==> config.mk <==
export PLATFORM = sky130hd
export DESIGN_NAME = riscv_core
export DESIGN_NICKNAME = d
export VERILOG_FILES = /design/src/riscv_core_pkg.sv /design/src/pipe_stage_if.sv /design/src/fetch_stage.sv /design/src/decode_stage.sv /design/src/register_file.sv /design/src/execute_stage.sv /design/src/memory_stage.sv /design/src/riscv_core.sv
export VERILOG_INCLUDE_DIRS = /design/src
export SDC_FILE = /design/constraint.sdc
export NUM_CORES = 2
export LEC_CHECK = 0
export ABC_AREA = 1
export BUFFER_PORTS_ARGS = -buffer_cell sky130_fd_sc_hd__buf_2
export CAP_MARGIN = 20
export CORE_MARGIN = 2
export CORE_UTILIZATION = 35
export CTS_BUF_LIST = sky130_fd_sc_hd__clkbuf_2
export CTS_CLUSTER_SIZE = 8
export DETAILED_ROUTE_END_ITERATION = 7
export PLACE_DENSITY_LB_ADDON = 0.05
export SETUP_SLACK_MARGIN = 0.02
export SYNTH_ARGS = -nofsm -noshare
export SYNTH_HDL_FRONTEND = slang
export SYNTH_SLANG_ARGS = --single-unit
export TNS_END_PERCENT = 50
==> constraint.sdc <==
create_clock -name clk -period 10.8 [get_ports clk]
set_clock_uncertainty 0.1 [all_clocks]
set_input_delay 1.62 -clock clk [delete_from_list [all_inputs] [get_ports clk]]
set_output_delay 1.62 -clock clk [all_outputs]
set_load 0.02 [all_outputs]
==> src/riscv_core_macros.svh <==
`ifndef RISCV_CORE_MACROS_SVH
`define RISCV_CORE_MACROS_SVH

// Data path and register file sizes
`define XLEN        32
`define NUM_REGS    32
`define REG_ADDR_W  5

// Major opcodes of the supported subset
`define OPC_OP      7'b0110011
`define OPC_OP_IMM  7'b0010011
`define OPC_LOAD    7'b0000011
`define OPC_STORE   7'b0100011

// funct3 codes, SW shares its code with LW
`define F3_ADD      3'b000
`define F3_SLT      3'b010
`define F3_XOR      3'b100
`define F3_OR       3'b110
`define F3_AND      3'b111
`define F3_LW       3'b010

`define F7_SUB      7'b0100000

// ADDI x0,x0,0
`define NOP_WORD    32'h0000_0013

`endif

==> src/riscv_core_pkg.sv <==
`include "riscv_core_macros.svh"

package riscv_core_pkg;

    // Data word, also used for byte addresses
    typedef logic [`XLEN-1:0] word_t;

    // Register index
    typedef logic [`REG_ADDR_W-1:0] reg_addr_t;

    // ALU operation, PASS_B doubles as the bubble encoding
    typedef enum logic [2:0] {
        ALU_ADD,
        ALU_SUB,
        ALU_AND,
        ALU_OR,
        ALU_XOR,
        ALU_SLT,
        ALU_PASS_B
    } alu_op_t;

endpackage

==> src/pipe_stage_if.sv <==
`timescale 1ns/1ps

interface pipe_stage_if;

    // Destination register and its write enable
    riscv_core_pkg::reg_addr_t rd;
    logic                      rd_we;

    // Source registers, kept for forwarding compares
    riscv_core_pkg::reg_addr_t rs1;
    riscv_core_pkg::reg_addr_t rs2;
    logic                      rs1_used;
    logic                      rs2_used;

    // Operands, or result and store data after execute
    riscv_core_pkg::word_t     op1;
    riscv_core_pkg::word_t     op2;
    riscv_core_pkg::word_t     imm;

    riscv_core_pkg::alu_op_t   alu_op;
    logic                      is_load;
    logic                      is_store;

    modport producer (
        output rd, rd_we, rs1, rs2, rs1_used, rs2_used,
        output op1, op2, imm, alu_op, is_load, is_store
    );

    modport consumer (
        input rd, rd_we, rs1, rs2, rs1_used, rs2_used,
        input op1, op2, imm, alu_op, is_load, is_store
    );

endinterface

==> src/fetch_stage.sv <==
`timescale 1ns/1ps
`include "riscv_core_macros.svh"

module fetch_stage (
    input  logic                  clk,
    input  logic                  rst_n,
    input  logic                  stall,
    input  riscv_core_pkg::word_t instr,
    output riscv_core_pkg::word_t pc,
    output riscv_core_pkg::word_t dec_instr,
    output riscv_core_pkg::word_t dec_pc
);

    // pc of the word now arriving on instr
    riscv_core_pkg::word_t fetch_pc;
    riscv_core_pkg::word_t held_instr;
    riscv_core_pkg::word_t held_pc;
    // Low until the first real fetch returns
    logic                  fetch_valid;
    logic                  use_held;

    always_ff @(posedge clk) begin
        if (!rst_n) begin
            pc          <= '0;
            fetch_valid <= 1'b0;
            use_held    <= 1'b0;
        end else begin
            if (!stall) begin
                pc <= pc + riscv_core_pkg::word_t'(4);
            end
            fetch_valid <= 1'b1;
            use_held    <= stall;
        end
    end

    // Copy of the word under decode, replayed for one cycle after a stall
    always_ff @(posedge clk) begin
        fetch_pc   <= pc;
        held_instr <= dec_instr;
        held_pc    <= dec_pc;
    end

    assign dec_instr = !fetch_valid ? `NOP_WORD : (use_held ? held_instr : instr);
    assign dec_pc    = use_held ? held_pc : fetch_pc;

    pc_aligned: assert property (@(posedge clk) disable iff (!rst_n)
        pc[1:0] == 2'b00 && dec_pc[1:0] == 2'b00);

endmodule

==> src/decode_stage.sv <==
`timescale 1ns/1ps
`include "riscv_core_macros.svh"

module decode_stage (
    input  logic                      clk,
    input  logic                      rst_n,
    input  riscv_core_pkg::word_t     dec_instr,
    input  riscv_core_pkg::word_t     rs1_value,
    input  riscv_core_pkg::word_t     rs2_value,
    output riscv_core_pkg::reg_addr_t rs1_addr,
    output riscv_core_pkg::reg_addr_t rs2_addr,
    output logic                      stall,
    pipe_stage_if.producer            id_ex
);

    logic [6:0]              opcode;
    logic [2:0]              funct3;
    logic [6:0]              funct7;
    riscv_core_pkg::word_t   imm_i;
    riscv_core_pkg::word_t   imm_s;

    logic                    dec_valid;
    logic                    dec_rd_we;
    logic                    dec_rs1_used;
    logic                    dec_rs2_used;
    logic                    dec_load;
    logic                    dec_store;
    riscv_core_pkg::alu_op_t dec_alu_op;
    riscv_core_pkg::word_t   dec_imm;

    assign opcode   = dec_instr[6:0];
    assign funct3   = dec_instr[14:12];
    assign funct7   = dec_instr[31:25];
    assign rs1_addr = dec_instr[19:15];
    assign rs2_addr = dec_instr[24:20];

    assign imm_i = {{20{dec_instr[31]}}, dec_instr[31:20]};
    assign imm_s = {{20{dec_instr[31]}}, dec_instr[31:25], dec_instr[11:7]};

    always_comb begin
        dec_valid    = 1'b0;
        dec_rd_we    = 1'b0;
        dec_rs1_used = 1'b0;
        dec_rs2_used = 1'b0;
        dec_load     = 1'b0;
        dec_store    = 1'b0;
        dec_alu_op   = riscv_core_pkg::ALU_ADD;
        dec_imm      = imm_i;
        case (opcode)
            `OPC_OP: begin
                dec_valid = (funct7 == 7'b0) ||
                            (funct7 == `F7_SUB && funct3 == `F3_ADD);
                case (funct3)
                    `F3_ADD: dec_alu_op = (funct7 == `F7_SUB) ? riscv_core_pkg::ALU_SUB
                                                              : riscv_core_pkg::ALU_ADD;
                    `F3_SLT: dec_alu_op = riscv_core_pkg::ALU_SLT;
                    `F3_XOR: dec_alu_op = riscv_core_pkg::ALU_XOR;
                    `F3_OR:  dec_alu_op = riscv_core_pkg::ALU_OR;
                    `F3_AND: dec_alu_op = riscv_core_pkg::ALU_AND;
                    default: dec_valid  = 1'b0;
                endcase
                dec_rd_we    = 1'b1;
                dec_rs1_used = 1'b1;
                dec_rs2_used = 1'b1;
            end
            // ADDI only
            `OPC_OP_IMM: begin
                dec_valid    = (funct3 == `F3_ADD);
                dec_rd_we    = 1'b1;
                dec_rs1_used = 1'b1;
            end
            `OPC_LOAD: begin
                dec_valid    = (funct3 == `F3_LW);
                dec_rd_we    = 1'b1;
                dec_rs1_used = 1'b1;
                dec_load     = 1'b1;
            end
            `OPC_STORE: begin
                dec_valid    = (funct3 == `F3_LW);
                dec_rs1_used = 1'b1;
                dec_rs2_used = 1'b1;
                dec_store    = 1'b1;
                dec_imm      = imm_s;
            end
            default: dec_valid = 1'b0;
        endcase
    end

    // Load in execute whose result is needed here
    assign stall = dec_valid && id_ex.is_load && id_ex.rd != '0 &&
                   ((dec_rs1_used && rs1_addr == id_ex.rd) ||
                    (dec_rs2_used && rs2_addr == id_ex.rd));

    always_ff @(posedge clk) begin
        if (!rst_n || stall || !dec_valid) begin
            id_ex.rd       <= '0;
            id_ex.rd_we    <= 1'b0;
            id_ex.rs1_used <= 1'b0;
            id_ex.rs2_used <= 1'b0;
            id_ex.is_load  <= 1'b0;
            id_ex.is_store <= 1'b0;
            id_ex.alu_op   <= riscv_core_pkg::ALU_PASS_B;
        end else begin
            id_ex.rd       <= dec_instr[11:7];
            id_ex.rd_we    <= dec_rd_we;
            id_ex.rs1_used <= dec_rs1_used;
            id_ex.rs2_used <= dec_rs2_used;
            id_ex.is_load  <= dec_load;
            id_ex.is_store <= dec_store;
            id_ex.alu_op   <= dec_alu_op;
        end
    end

    always_ff @(posedge clk) begin
        id_ex.rs1 <= rs1_addr;
        id_ex.rs2 <= rs2_addr;
        id_ex.op1 <= rs1_value;
        id_ex.op2 <= rs2_value;
        id_ex.imm <= dec_imm;
    end

    // The bubble after a stall clears the load, so the stall cannot repeat
    stall_single: assert property (@(posedge clk) disable iff (!rst_n)
        stall |=> !stall);

endmodule

==> src/register_file.sv <==
`timescale 1ns/1ps
`include "riscv_core_macros.svh"

module register_file (
    input  logic                      clk,
    input  riscv_core_pkg::reg_addr_t rs1_addr,
    input  riscv_core_pkg::reg_addr_t rs2_addr,
    input  riscv_core_pkg::reg_addr_t wb_rd,
    input  logic                      wb_we,
    input  riscv_core_pkg::word_t     wb_value,
    output riscv_core_pkg::word_t     rs1_value,
    output riscv_core_pkg::word_t     rs2_value
);

    riscv_core_pkg::word_t regs [`NUM_REGS];

    // x0 reads zero, a same-cycle write is passed straight through
    function automatic riscv_core_pkg::word_t read_port(
        input riscv_core_pkg::reg_addr_t addr
    );
        if (addr == '0) begin
            return '0;
        end else if (wb_we && wb_rd == addr) begin
            return wb_value;
        end
        return regs[addr];
    endfunction

    always_ff @(posedge clk) begin
        if (wb_we && wb_rd != '0) begin
            regs[wb_rd] <= wb_value;
        end
    end

    always_comb begin
        rs1_value = read_port(rs1_addr);
        rs2_value = read_port(rs2_addr);
    end

endmodule

==> src/execute_stage.sv <==
`timescale 1ns/1ps

module execute_stage (
    input  logic                      clk,
    input  logic                      rst_n,
    input  riscv_core_pkg::reg_addr_t wb_rd,
    input  logic                      wb_we,
    input  riscv_core_pkg::word_t     wb_value,
    pipe_stage_if.consumer            id_ex,
    pipe_stage_if.producer            ex_mem
);

    riscv_core_pkg::word_t fwd_a;
    riscv_core_pkg::word_t fwd_b;
    riscv_core_pkg::word_t alu_b;
    riscv_core_pkg::word_t alu_result;

    // EX/MEM result first, then writeback, then the value read in decode.
    // Loads in EX/MEM are skipped, the stall keeps them out of reach.
    function automatic riscv_core_pkg::word_t forward(
        input riscv_core_pkg::reg_addr_t src,
        input logic                      used,
        input riscv_core_pkg::word_t     id_value
    );
        if (used && src != '0) begin
            if (ex_mem.rd_we && !ex_mem.is_load && ex_mem.rd == src) begin
                return ex_mem.op1;
            end
            if (wb_we && wb_rd == src) begin
                return wb_value;
            end
        end
        return id_value;
    endfunction

    always_comb begin
        fwd_a = forward(id_ex.rs1, id_ex.rs1_used, id_ex.op1);
        fwd_b = forward(id_ex.rs2, id_ex.rs2_used, id_ex.op2);
    end

    // Register operand for R-type, immediate otherwise
    assign alu_b = (id_ex.rs2_used && !id_ex.is_store) ? fwd_b : id_ex.imm;

    always_comb begin
        case (id_ex.alu_op)
            riscv_core_pkg::ALU_ADD: alu_result = fwd_a + alu_b;
            riscv_core_pkg::ALU_SUB: alu_result = fwd_a - alu_b;
            riscv_core_pkg::ALU_AND: alu_result = fwd_a & alu_b;
            riscv_core_pkg::ALU_OR:  alu_result = fwd_a | alu_b;
            riscv_core_pkg::ALU_XOR: alu_result = fwd_a ^ alu_b;
            riscv_core_pkg::ALU_SLT: begin
                alu_result = {31'b0, $signed(fwd_a) < $signed(alu_b)};
            end
            default: alu_result = alu_b;
        endcase
    end

    always_ff @(posedge clk) begin
        if (!rst_n) begin
            ex_mem.rd       <= '0;
            ex_mem.rd_we    <= 1'b0;
            ex_mem.is_load  <= 1'b0;
            ex_mem.is_store <= 1'b0;
        end else begin
            ex_mem.rd       <= id_ex.rd;
            ex_mem.rd_we    <= id_ex.rd_we;
            ex_mem.is_load  <= id_ex.is_load;
            ex_mem.is_store <= id_ex.is_store;
        end
    end

    // Result or address, and the store data
    always_ff @(posedge clk) begin
        ex_mem.op1 <= alu_result;
        ex_mem.op2 <= fwd_b;
    end

    // Fields the memory stage has no use for
    assign ex_mem.rs1      = '0;
    assign ex_mem.rs2      = '0;
    assign ex_mem.rs1_used = 1'b0;
    assign ex_mem.rs2_used = 1'b0;
    assign ex_mem.imm      = '0;
    assign ex_mem.alu_op   = riscv_core_pkg::ALU_ADD;

    load_store_exclusive: assert property (@(posedge clk) disable iff (!rst_n)
        !(id_ex.is_load && id_ex.is_store));

endmodule

==> src/memory_stage.sv <==
`timescale 1ns/1ps

module memory_stage (
    input  logic                      clk,
    input  logic                      rst_n,
    input  riscv_core_pkg::word_t     read_data,
    pipe_stage_if.consumer            ex_mem,
    output logic                      mem_rd_en,
    output logic                      mem_wr_en,
    output riscv_core_pkg::word_t     read_addr,
    output riscv_core_pkg::word_t     write_addr,
    output riscv_core_pkg::word_t     wr_data,
    output riscv_core_pkg::reg_addr_t wb_rd,
    output logic                      wb_we,
    output riscv_core_pkg::word_t     wb_value
);

    logic                  wb_load;
    riscv_core_pkg::word_t wb_result;

    // Data memory strobes come straight from EX/MEM
    assign mem_rd_en  = ex_mem.is_load;
    assign read_addr  = ex_mem.op1;
    assign mem_wr_en  = ex_mem.is_store;
    assign write_addr = ex_mem.op1;
    assign wr_data    = ex_mem.op2;

    always_ff @(posedge clk) begin
        if (!rst_n) begin
            wb_rd   <= '0;
            wb_we   <= 1'b0;
            wb_load <= 1'b0;
        end else begin
            wb_rd   <= ex_mem.rd;
            wb_we   <= ex_mem.rd_we;
            wb_load <= ex_mem.is_load;
        end
    end

    always_ff @(posedge clk) begin
        wb_result <= ex_mem.op1;
    end

    // Load data returns one cycle after the read strobe
    assign wb_value = wb_load ? read_data : wb_result;

endmodule

==> src/riscv_core.sv <==
`timescale 1ns/1ps

module riscv_core (
    input  logic                  clk,
    input  logic                  rst_n,
    input  riscv_core_pkg::word_t instr,
    input  riscv_core_pkg::word_t read_data,
    output riscv_core_pkg::word_t pc,
    output logic                  mem_rd_en,
    output riscv_core_pkg::word_t read_addr,
    output logic                  mem_wr_en,
    output riscv_core_pkg::word_t write_addr,
    output riscv_core_pkg::word_t wr_data
);

    logic                      stall;
    riscv_core_pkg::word_t     dec_instr;
    riscv_core_pkg::reg_addr_t rs1_addr;
    riscv_core_pkg::reg_addr_t rs2_addr;
    riscv_core_pkg::word_t     rs1_value;
    riscv_core_pkg::word_t     rs2_value;

    // Writeback, shared by the register file and forwarding
    riscv_core_pkg::reg_addr_t wb_rd;
    logic                      wb_we;
    riscv_core_pkg::word_t     wb_value;

    pipe_stage_if id_ex ();
    pipe_stage_if ex_mem ();

    fetch_stage u_fetch (
        .clk       (clk),
        .rst_n     (rst_n),
        .stall     (stall),
        .instr     (instr),
        .pc        (pc),
        .dec_instr (dec_instr),
        .dec_pc    ()
    );

    decode_stage u_decode (
        .clk       (clk),
        .rst_n     (rst_n),
        .dec_instr (dec_instr),
        .rs1_value (rs1_value),
        .rs2_value (rs2_value),
        .rs1_addr  (rs1_addr),
        .rs2_addr  (rs2_addr),
        .stall     (stall),
        .id_ex     (id_ex.producer)
    );

    register_file u_regs (
        .clk       (clk),
        .rs1_addr  (rs1_addr),
        .rs2_addr  (rs2_addr),
        .wb_rd     (wb_rd),
        .wb_we     (wb_we),
        .wb_value  (wb_value),
        .rs1_value (rs1_value),
        .rs2_value (rs2_value)
    );

    execute_stage u_execute (
        .clk      (clk),
        .rst_n    (rst_n),
        .wb_rd    (wb_rd),
        .wb_we    (wb_we),
        .wb_value (wb_value),
        .id_ex    (id_ex.consumer),
        .ex_mem   (ex_mem.producer)
    );

    memory_stage u_memory (
        .clk        (clk),
        .rst_n      (rst_n),
        .read_data  (read_data),
        .ex_mem     (ex_mem.consumer),
        .mem_rd_en  (mem_rd_en),
        .mem_wr_en  (mem_wr_en),
        .read_addr  (read_addr),
        .write_addr (write_addr),
        .wr_data    (wr_data),
        .wb_rd      (wb_rd),
        .wb_we      (wb_we),
        .wb_value   (wb_value)
    );

endmodule

# Word level (Yosys, flattened, before mapping)
# Memories as Yosys holds them, arrays and structs flattened.
# Index checks and enable logic that the tools add are counted.
# word_totals
input_bits,66
ram_bits,1024
n_memories,1
reg_bits,276
word_cells,147
out_inout_bits,130
# memory_table
name,words,width,read_ports,rd_clocked_by_memory_dff,write_ports,line_no,text
u_regs.regs,32,32,2,0,1,register_file.sv:15,riscv_core_pkg::word_t regs [`NUM_REGS];
# classes
add_sub_neg,3
bitwise,4
reduce_logical,40
order_cmp,1
n_mux,49
n_eq_ne,22
# op_table
op,count
$mux 32,20
$pmux 32 s6,1
$eq 5x5->1,8
$add 32x3->32 const B,1
$add 32x32->32,1
$and 32x32->32,1
$lt 32x32->1,1
$or 32x32->32,1
$sub 32x32->32,1
$xor 32x32->32,1
$mux 1,24
$eq 7x6->1 const B,3
$reduce_bool 5->1,4
$logic_and 1x1->1,17
$eq 3x3->1 const B,5
$pmux 3 s5,1
$logic_not 5->1,2
$eq 3x2->1 const B,3
$eq 7x2->1 const B,1
$eq 7x5->1 const B,1
$logic_not 7->1,1
$logic_not 3->1,2
$reduce_or 2->1,3
$mux 5,1
other kinds (9),15

# Longest topological paths before layout
# depth
word_depth,13
mapped_depth,31
depth_no_buf,28

# Cells and area by module
# Synthesis repeated with hierarchy kept, for this count alone.
# unflattened
cells_unflattened,9868
hier_area_um2,75897.8
# modules_own_cells
mod,cells_each,area_each_um2,seq_area_each_um2,n_inst
register_file,6652,55225.5,30749.5,1
execute_stage,2141,11305.8,1441.4,1
fetch_stage,557,4483.0,2522.4,1
decode_stage,263,2822.7,1981.9,1
memory_stage,255,2060.7,780.7,1

# Worst setup path after synthesis
# OpenSTA, ideal clock, no wires.
# synth_timing
path_kind,input to register
from,input read_data[5]
to,register u_execute.ex_mem.op1[0]
t_required_ns,10.591
setup_slack_ns,6.388
t_arrival_ns,4.203
stages,20
path_cell_list,or2_2 o21ai_0 inv_1 o21ai_0 o21ai_0 ha_1 clkbuf_1 nand2_1 inv_1 nand2_1 o21ai_0 nand2_1 nand2_1 nand2_1 nand2_1 nand2_1 nand3_1 nand2_1 nand2_1 inv_1
# synth_between
elab_chain_cells,8
word_cells_on_any_way,12
cone_classes,order compare: 1; mux: 11
# synth_lines
item,line_no,text
"start, declared",riscv_core.sv:7,"input riscv_core_pkg::word_t read_data,"
$mux 32 (*),memory_stage.sv:45,assign wb_value = wb_load ? read_data : wb_result;
via u_execute.wb_value[5],execute_stage.sv:8,"input riscv_core_pkg::word_t wb_value,"
$mux 32 (2 in series),execute_stage.sv:29,if (wb_we && wb_rd == src) begin
$mux 32,execute_stage.sv:25,if (used && src != '0) begin
$mux 32,execute_stage.sv:33,return id_value;
$mux 32,execute_stage.sv:42,assign alu_b = (id_ex.rs2_used && !id_ex.is_store) ? fwd_b : id_ex.imm;
$lt 32x32->1 (*),execute_stage.sv:52,"alu_result = {31'b0, $signed(fwd_a) < $signed(alu_b)};"
$pmux 32 s6 (*),execute_stage.sv:45,case (id_ex.alu_op)
via u_execute.alu_result[0],execute_stage.sv:16,riscv_core_pkg::word_t alu_result;
"end signal, assigned",execute_stage.sv:74,ex_mem.op1 <= alu_result;
"end, declared",pipe_stage_if.sv:26,"output op1, op2, imm, alu_op, is_load, is_store"
# The timed path passes the listed nets; every way through them passes the cells marked *. The select of a mux whose other input is x is not followed.
# A chain may end at the register's enable or synchronous reset.

# Worst setup path in the final report
# layout_timing
from,register u_memory.wb_rd[2]
to,register u_execute.ex_mem.op1[0]
# layout_between
elab_chain_cells,9
word_cells_on_any_way,26
cone_classes,add/sub: 2; order compare: 1; eq/ne: 2; mux: 16; bitwise: 3; reduce/logical: 2
# layout_lines
item,line_no,text
"start, declared",memory_stage.sv:13,"output riscv_core_pkg::reg_addr_t wb_rd,"
"start signal, assigned",memory_stage.sv:34,wb_rd <= ex_mem.rd;
$eq 5x5->1,execute_stage.sv:29,
$logic_and 1x1->1,execute_stage.sv:29,
$mux 32 or $mux 1 (tied branches) (2 in series),execute_stage.sv:29,
$mux 32 or $mux 1 (tied branches),execute_stage.sv:25,
$mux 32,execute_stage.sv:33,
$mux 32,execute_stage.sv:42,
"$sub 32x32->32, or another cell as far along",execute_stage.sv:47,riscv_core_pkg::ALU_SUB: alu_result = fwd_a - alu_b;
$pmux 32 s6 (*),execute_stage.sv:45,
via u_execute.alu_result[0],execute_stage.sv:16,
# Marked as above.

==> out/qor.log <==
INFO  outcome        status=finished clean
INFO  finish         flow.area_growth_from_synthesis=10.4%
INFO  placement      placement.cell_area=71900µm²
INFO  power_and_ir_drop power.share.combinational=0.161
INFO  finish         post-route-cell-area=75700µm²
INFO  power_and_ir_drop p_leak=31.8nW
INFO  power_and_ir_drop totalPowerFinal=11.2mW
INFO  finish         footprint_of_the_flip_flops_and_latches=35900µm²
INFO  critical_path  endpoint_kind=register
INFO  grt            grt_pass1_vias=57700
INFO  power_and_ir_drop ir_drop=87.0µV
INFO  sta            timing.final.max_slew_violations=0
INFO  power_and_ir_drop power.switching_fraction=0.331
INFO  placement      io_buffers=193
INFO  die            placementRows=162
INFO  sta            grt_setup_unrepaired=false
INFO  sta            slew_at_the_pin_closest_to_its_max_slew_limit=1.23ns
INFO  logic_synthesis async_reset_ff_frac=0
INFO  sta            final_min_period_over_clock_period=0.528
INFO  clocking       cts_setup_buffers=0
INFO  placement      placedCellCount=10500
INFO  logic_synthesis synth_top_flop_cell=sky130_fd_sc_hd__edfxtp_1
INFO  finish         final-instance-count-excl-fill=11300
INFO  min_path       timing.hold.worst.class=reg -> reg
INFO  routing        vias=60900
INFO  clocking       cts_buffers=380
INFO  clocking       tritoncts_num_sinks=1281
INFO  logic_synthesis postSynthAreaPerCell=8.42µm²
INFO  routing        routed_wire_length_per_instance=25.6µm
INFO  logic_synthesis yosys_warnings=0
INFO  grt            grt.overflow.total=0
INFO  power_and_ir_drop seq_pwr_share=0.498
INFO  grt            grt.total_usage=0.283
INFO  grt            grt_pass1_wl=409mm
INFO  clocking       clock_input_transition_at_the_sequential_cells_of_the_worst_setup_and_hold_paths=0.09ns
INFO  power_and_ir_drop clock_network_fraction_of_total_power=0.341
INFO  critical_path  signal_arrival_time_at_the_worst_endpoint=7.27ns
INFO  sta            setup_tns=0ns
INFO  placement      globalplace.congestion=0.918
INFO  critical_path  worstPathRequired=12.37ns
INFO  clocking       clock_tree.htree_level_count=5
INFO  grt            maximum_number_of_pins_on_one_net_before_global_route_repair=229
INFO  finish         ratio_of_cells_with_drive_above_1_in_the_final_layout=0.122
INFO  routing        dr.first_iter.drc_count=6081
INFO  clocking       ctsLongestPathBuffers=4
INFO  finish         final_core_utilization=0.388
INFO  die            top_level_i_o_count=196
INFO  die            die_width=446µm
INFO  die            die_area=199000µm²
INFO  power_and_ir_drop power_density=148nW/µm²
INFO  grt            initial_antenna_violation_count=6
INFO  clocking       cts_tree=built
INFO  placement      dpl.hpwl=166mm
INFO  routing        postRouteAntennaNets=0
INFO  logic_synthesis sequential_element_share_of_the_synthesized_area=0.524
INFO  finish         multiInputGateArea=26800µm²
INFO  routing        via_per_inst=5.42
INFO  logic_synthesis number_of_distinct_library_cells_after_synthesis=45
INFO  routing        routed_wl=288mm
INFO  clocking       worstSkewPairLatency=1.83ns
INFO  logic_synthesis count_of_flip_flops_with_a_built_in_enable_after_synthesis=1024
INFO  sta            relSlewSlack=0.181
INFO  sta            fmax=176MHz
INFO  die            die_extent_in_y=446µm
INFO  critical_path  worst-path-max-fanout=37
INFO  routing        post-route-drc-count=0
INFO  power_and_ir_drop switchingPower=3.70mW
INFO  power_and_ir_drop internal_power=7.46mW
INFO  flow_run       cap_violations=0
INFO  critical_path  setup.worst_path.class=reg -> reg
INFO  die            core-area=195000µm²
INFO  sta            timing.final.hold_violations=0
INFO  die            initial_utilization=0.352
INFO  finish         fillerInstances=20100
INFO  finish         num-nets-final=8497
INFO  routing        drtPass1Iterations=6
INFO  sta            final-setup-viol-count=0
INFO  sta            final_period_minus_worst_setup_slack=5.70ns
INFO  clocking       ctsRootBufferMaster=sky130_fd_sc_hd__clkbuf_2
INFO  logic_synthesis post_synth_instance_area=68500µm²
INFO  logic_synthesis synth-seq-cells=1281
INFO  logic_synthesis synthCells=8142
INFO  critical_path  timing.critical_path.from_type=register
area by class of cell:
cell class                      count  area share
Clock buffer                      570      0.0377
Tap cell                         2624      0.0434
Antenna cell                       13    0.000430
Inverter                         1006      0.0502
Multi-Input combinational cell   5303       0.354
Clock inverter                     98     0.00723
Timing Repair Buffer              355      0.0328
Sequential cell                  1281       0.474
sequential cells by signal, indices dropped and copies added (netlist names), 3 cells and up:
register and cells:
u_execute.ex_mem.op2 32, u_memory.wb_result 32, u_decode.id_ex.imm 12, u_decode.id_ex.op1 32, u_regs.regs 1024, u_decode.id_ex.op2 32
u_decode.id_ex.alu_op 3, u_decode.id_ex.rs2 4, u_fetch.pc 30, u_execute.ex_mem.rd 5, u_memory.wb_rd 5, u_fetch.held_instr 17
u_execute.ex_mem.op1 32, u_decode.id_ex.rs1 4, u_decode.id_ex.rd 5
critical path, stage by stage (launching register included):
cell	delay [ns]
sky130_fd_sc_hd__dfxtp_1	0.56
sky130_fd_sc_hd__clkinv_1	0.37
sky130_fd_sc_hd__o21ai_0	0.27
sky130_fd_sc_hd__a21oi_1	0.08
sky130_fd_sc_hd__nand4_1	0.11
sky130_fd_sc_hd__buf_4	0.46
sky130_fd_sc_hd__buf_4	0.41
sky130_fd_sc_hd__o21ai_0	0.12
sky130_fd_sc_hd__o21ai_0	0.81
sky130_fd_sc_hd__ha_1	0.45
sky130_fd_sc_hd__nand2_1	0.09
sky130_fd_sc_hd__inv_1	0.10
sky130_fd_sc_hd__nand2_1	0.07
sky130_fd_sc_hd__o21ai_0	0.80
sky130_fd_sc_hd__nand2_1	0.17
sky130_fd_sc_hd__nand2_1	0.17
sky130_fd_sc_hd__nand2_1	0.08
sky130_fd_sc_hd__nand2_1	0.07
sky130_fd_sc_hd__nand2_1	0.04
sky130_fd_sc_hd__nand3_1	0.07
sky130_fd_sc_hd__nand2_1	0.05
sky130_fd_sc_hd__nand2_1	0.06
sky130_fd_sc_hd__inv_1	0.04
per-layer routing:
layer	wire, µm	GRT usage
met5	0	0
met4	10900	0.113
met3	20000	0.0442
met2	132000	0.451
met1	126000	0.385
synth_stat cells, types with 25 or more instances:
| library cell | instances | area share |
|---|---|---|
| sky130_fd_sc_hd__a21oi_1 | 841 | 0.061 |
| sky130_fd_sc_hd__and2_1 | 27 | 0.0025 |
| sky130_fd_sc_hd__buf_1 | 63 | 0.0035 |
| sky130_fd_sc_hd__buf_2 | 173 | 0.013 |
| sky130_fd_sc_hd__buf_4 | 44 | 0.0048 |
| sky130_fd_sc_hd__clkbuf_1 | 304 | 0.017 |
| sky130_fd_sc_hd__dfxtp_1 | 257 | 0.075 |
| sky130_fd_sc_hd__edfxtp_1 | 1024 | 0.45 |
| sky130_fd_sc_hd__ha_1 | 102 | 0.019 |
| sky130_fd_sc_hd__inv_1 | 998 | 0.055 |
| sky130_fd_sc_hd__nand2_1 | 1576 | 0.086 |
| sky130_fd_sc_hd__nand3_1 | 1055 | 0.077 |
| sky130_fd_sc_hd__nand4_1 | 31 | 0.0028 |
| sky130_fd_sc_hd__nor2_1 | 268 | 0.015 |
| sky130_fd_sc_hd__nor3_1 | 44 | 0.0032 |
| sky130_fd_sc_hd__o211ai_1 | 320 | 0.035 |
| sky130_fd_sc_hd__o21ai_0 | 754 | 0.055 |
| sky130_fd_sc_hd__o21ai_1 | 42 | 0.0031 |
| sky130_fd_sc_hd__o22ai_1 | 25 | 0.0023 |
| sky130_fd_sc_hd__or2_2 | 51 | 0.0047 |
| sky130_fd_sc_hd__xor2_1 | 32 | 0.0041 |
power groups by stage:
stage / clock network [mW] / logic (mW) / registers [mW]
final: 3.81 / 1.80 / 5.56
after global routing: 4.19 / 1.96 / 5.56
after detailed placement: 0 / 1.76 / 5.67
after global placement: 0 / 1.76 / 5.67
after CTS: 3.94 / 1.78 / 5.56
after floorplan: 0 / 1.08 / 5.63
final timing paths:
check | end | from | slack [ns] | cells after the start
max | u_execute.ex_mem.op1[0] | u_memory.wb_rd[2] | 5.10 | 22
min | u_memory.wb_result[1] | u_execute.ex_mem.op1[1] | 0.29 | 0
min reg2reg | u_memory.wb_result[1] | u_execute.ex_mem.op1[1] | 0.29 | 0
max reg2reg | u_execute.ex_mem.op1[0] | u_memory.wb_rd[2] | 5.10 | 22
cell usage in the layout, fill, tap and decap left out, types with 14 or more instances in the layout:
cell type and count:
sky130_fd_sc_hd__clkinv_1 77, sky130_fd_sc_hd__o21ai_0 752, sky130_fd_sc_hd__buf_2 193, sky130_fd_sc_hd__nand3_1 1050
sky130_fd_sc_hd__a21oi_1 839, sky130_fd_sc_hd__nor2_1 238, sky130_fd_sc_hd__buf_4 121, sky130_fd_sc_hd__inv_1 986
sky130_fd_sc_hd__o22ai_1 25, sky130_fd_sc_hd__inv_2 14, sky130_fd_sc_hd__nand4_1 31, sky130_fd_sc_hd__dfxtp_1 255
sky130_fd_sc_hd__dlygate4sd3_1 25, sky130_fd_sc_hd__or2_2 51, sky130_fd_sc_hd__xor2_1 32, sky130_fd_sc_hd__edfxtp_1 1024
sky130_fd_sc_hd__clkinv_2 14, sky130_fd_sc_hd__clkbuf_2 570, sky130_fd_sc_hd__conb_1 34, sky130_fd_sc_hd__o211ai_1 320
sky130_fd_sc_hd__o221ai_1 15, sky130_fd_sc_hd__mux2i_1 21, sky130_fd_sc_hd__and2_1 27, sky130_fd_sc_hd__nor2_4 30
sky130_fd_sc_hd__nor3_1 40, sky130_fd_sc_hd__o21ai_1 44, sky130_fd_sc_hd__nand2_1 1574, sky130_fd_sc_hd__ha_1 102
logic make-up (layout without fill, tap and decap cells):
group                      after synthesis  count (layout)  share of synthesized area
and+or+nand+nor                       3082            3082                      0.194
AOI/OAI and AO/OA                     2022            2022                      0.162
buffers and inverters                 1591            2029                     0.0928
DFF                                   1281            1281                      0.524
adders and majority gates              104             104                     0.0192
xor gates and xnor gates                40              40                    0.00511
muxes                                   21              21                    0.00307
other                                    1              47                  0.0000547
per-stage QoR:
stage | setup slack (ns) | hold WS [ns]
2_1_floorplan | 6.39 | 0.290
3_3_place_gp | 4.71 | 0.303
3_5_place_dp | 4.75 | 0.314
4_1_cts | 5.21 | 0.0373
5_1_grt | 4.71 | 0.107
6_report | 5.10 | 0.285
timing repair:
action | CTS | global route
hold buffers | 25 | 0
endpoints found under the hold margin | 53 | 0
resized for setup | 0 | 0
(Power assumes the default switching activity.)
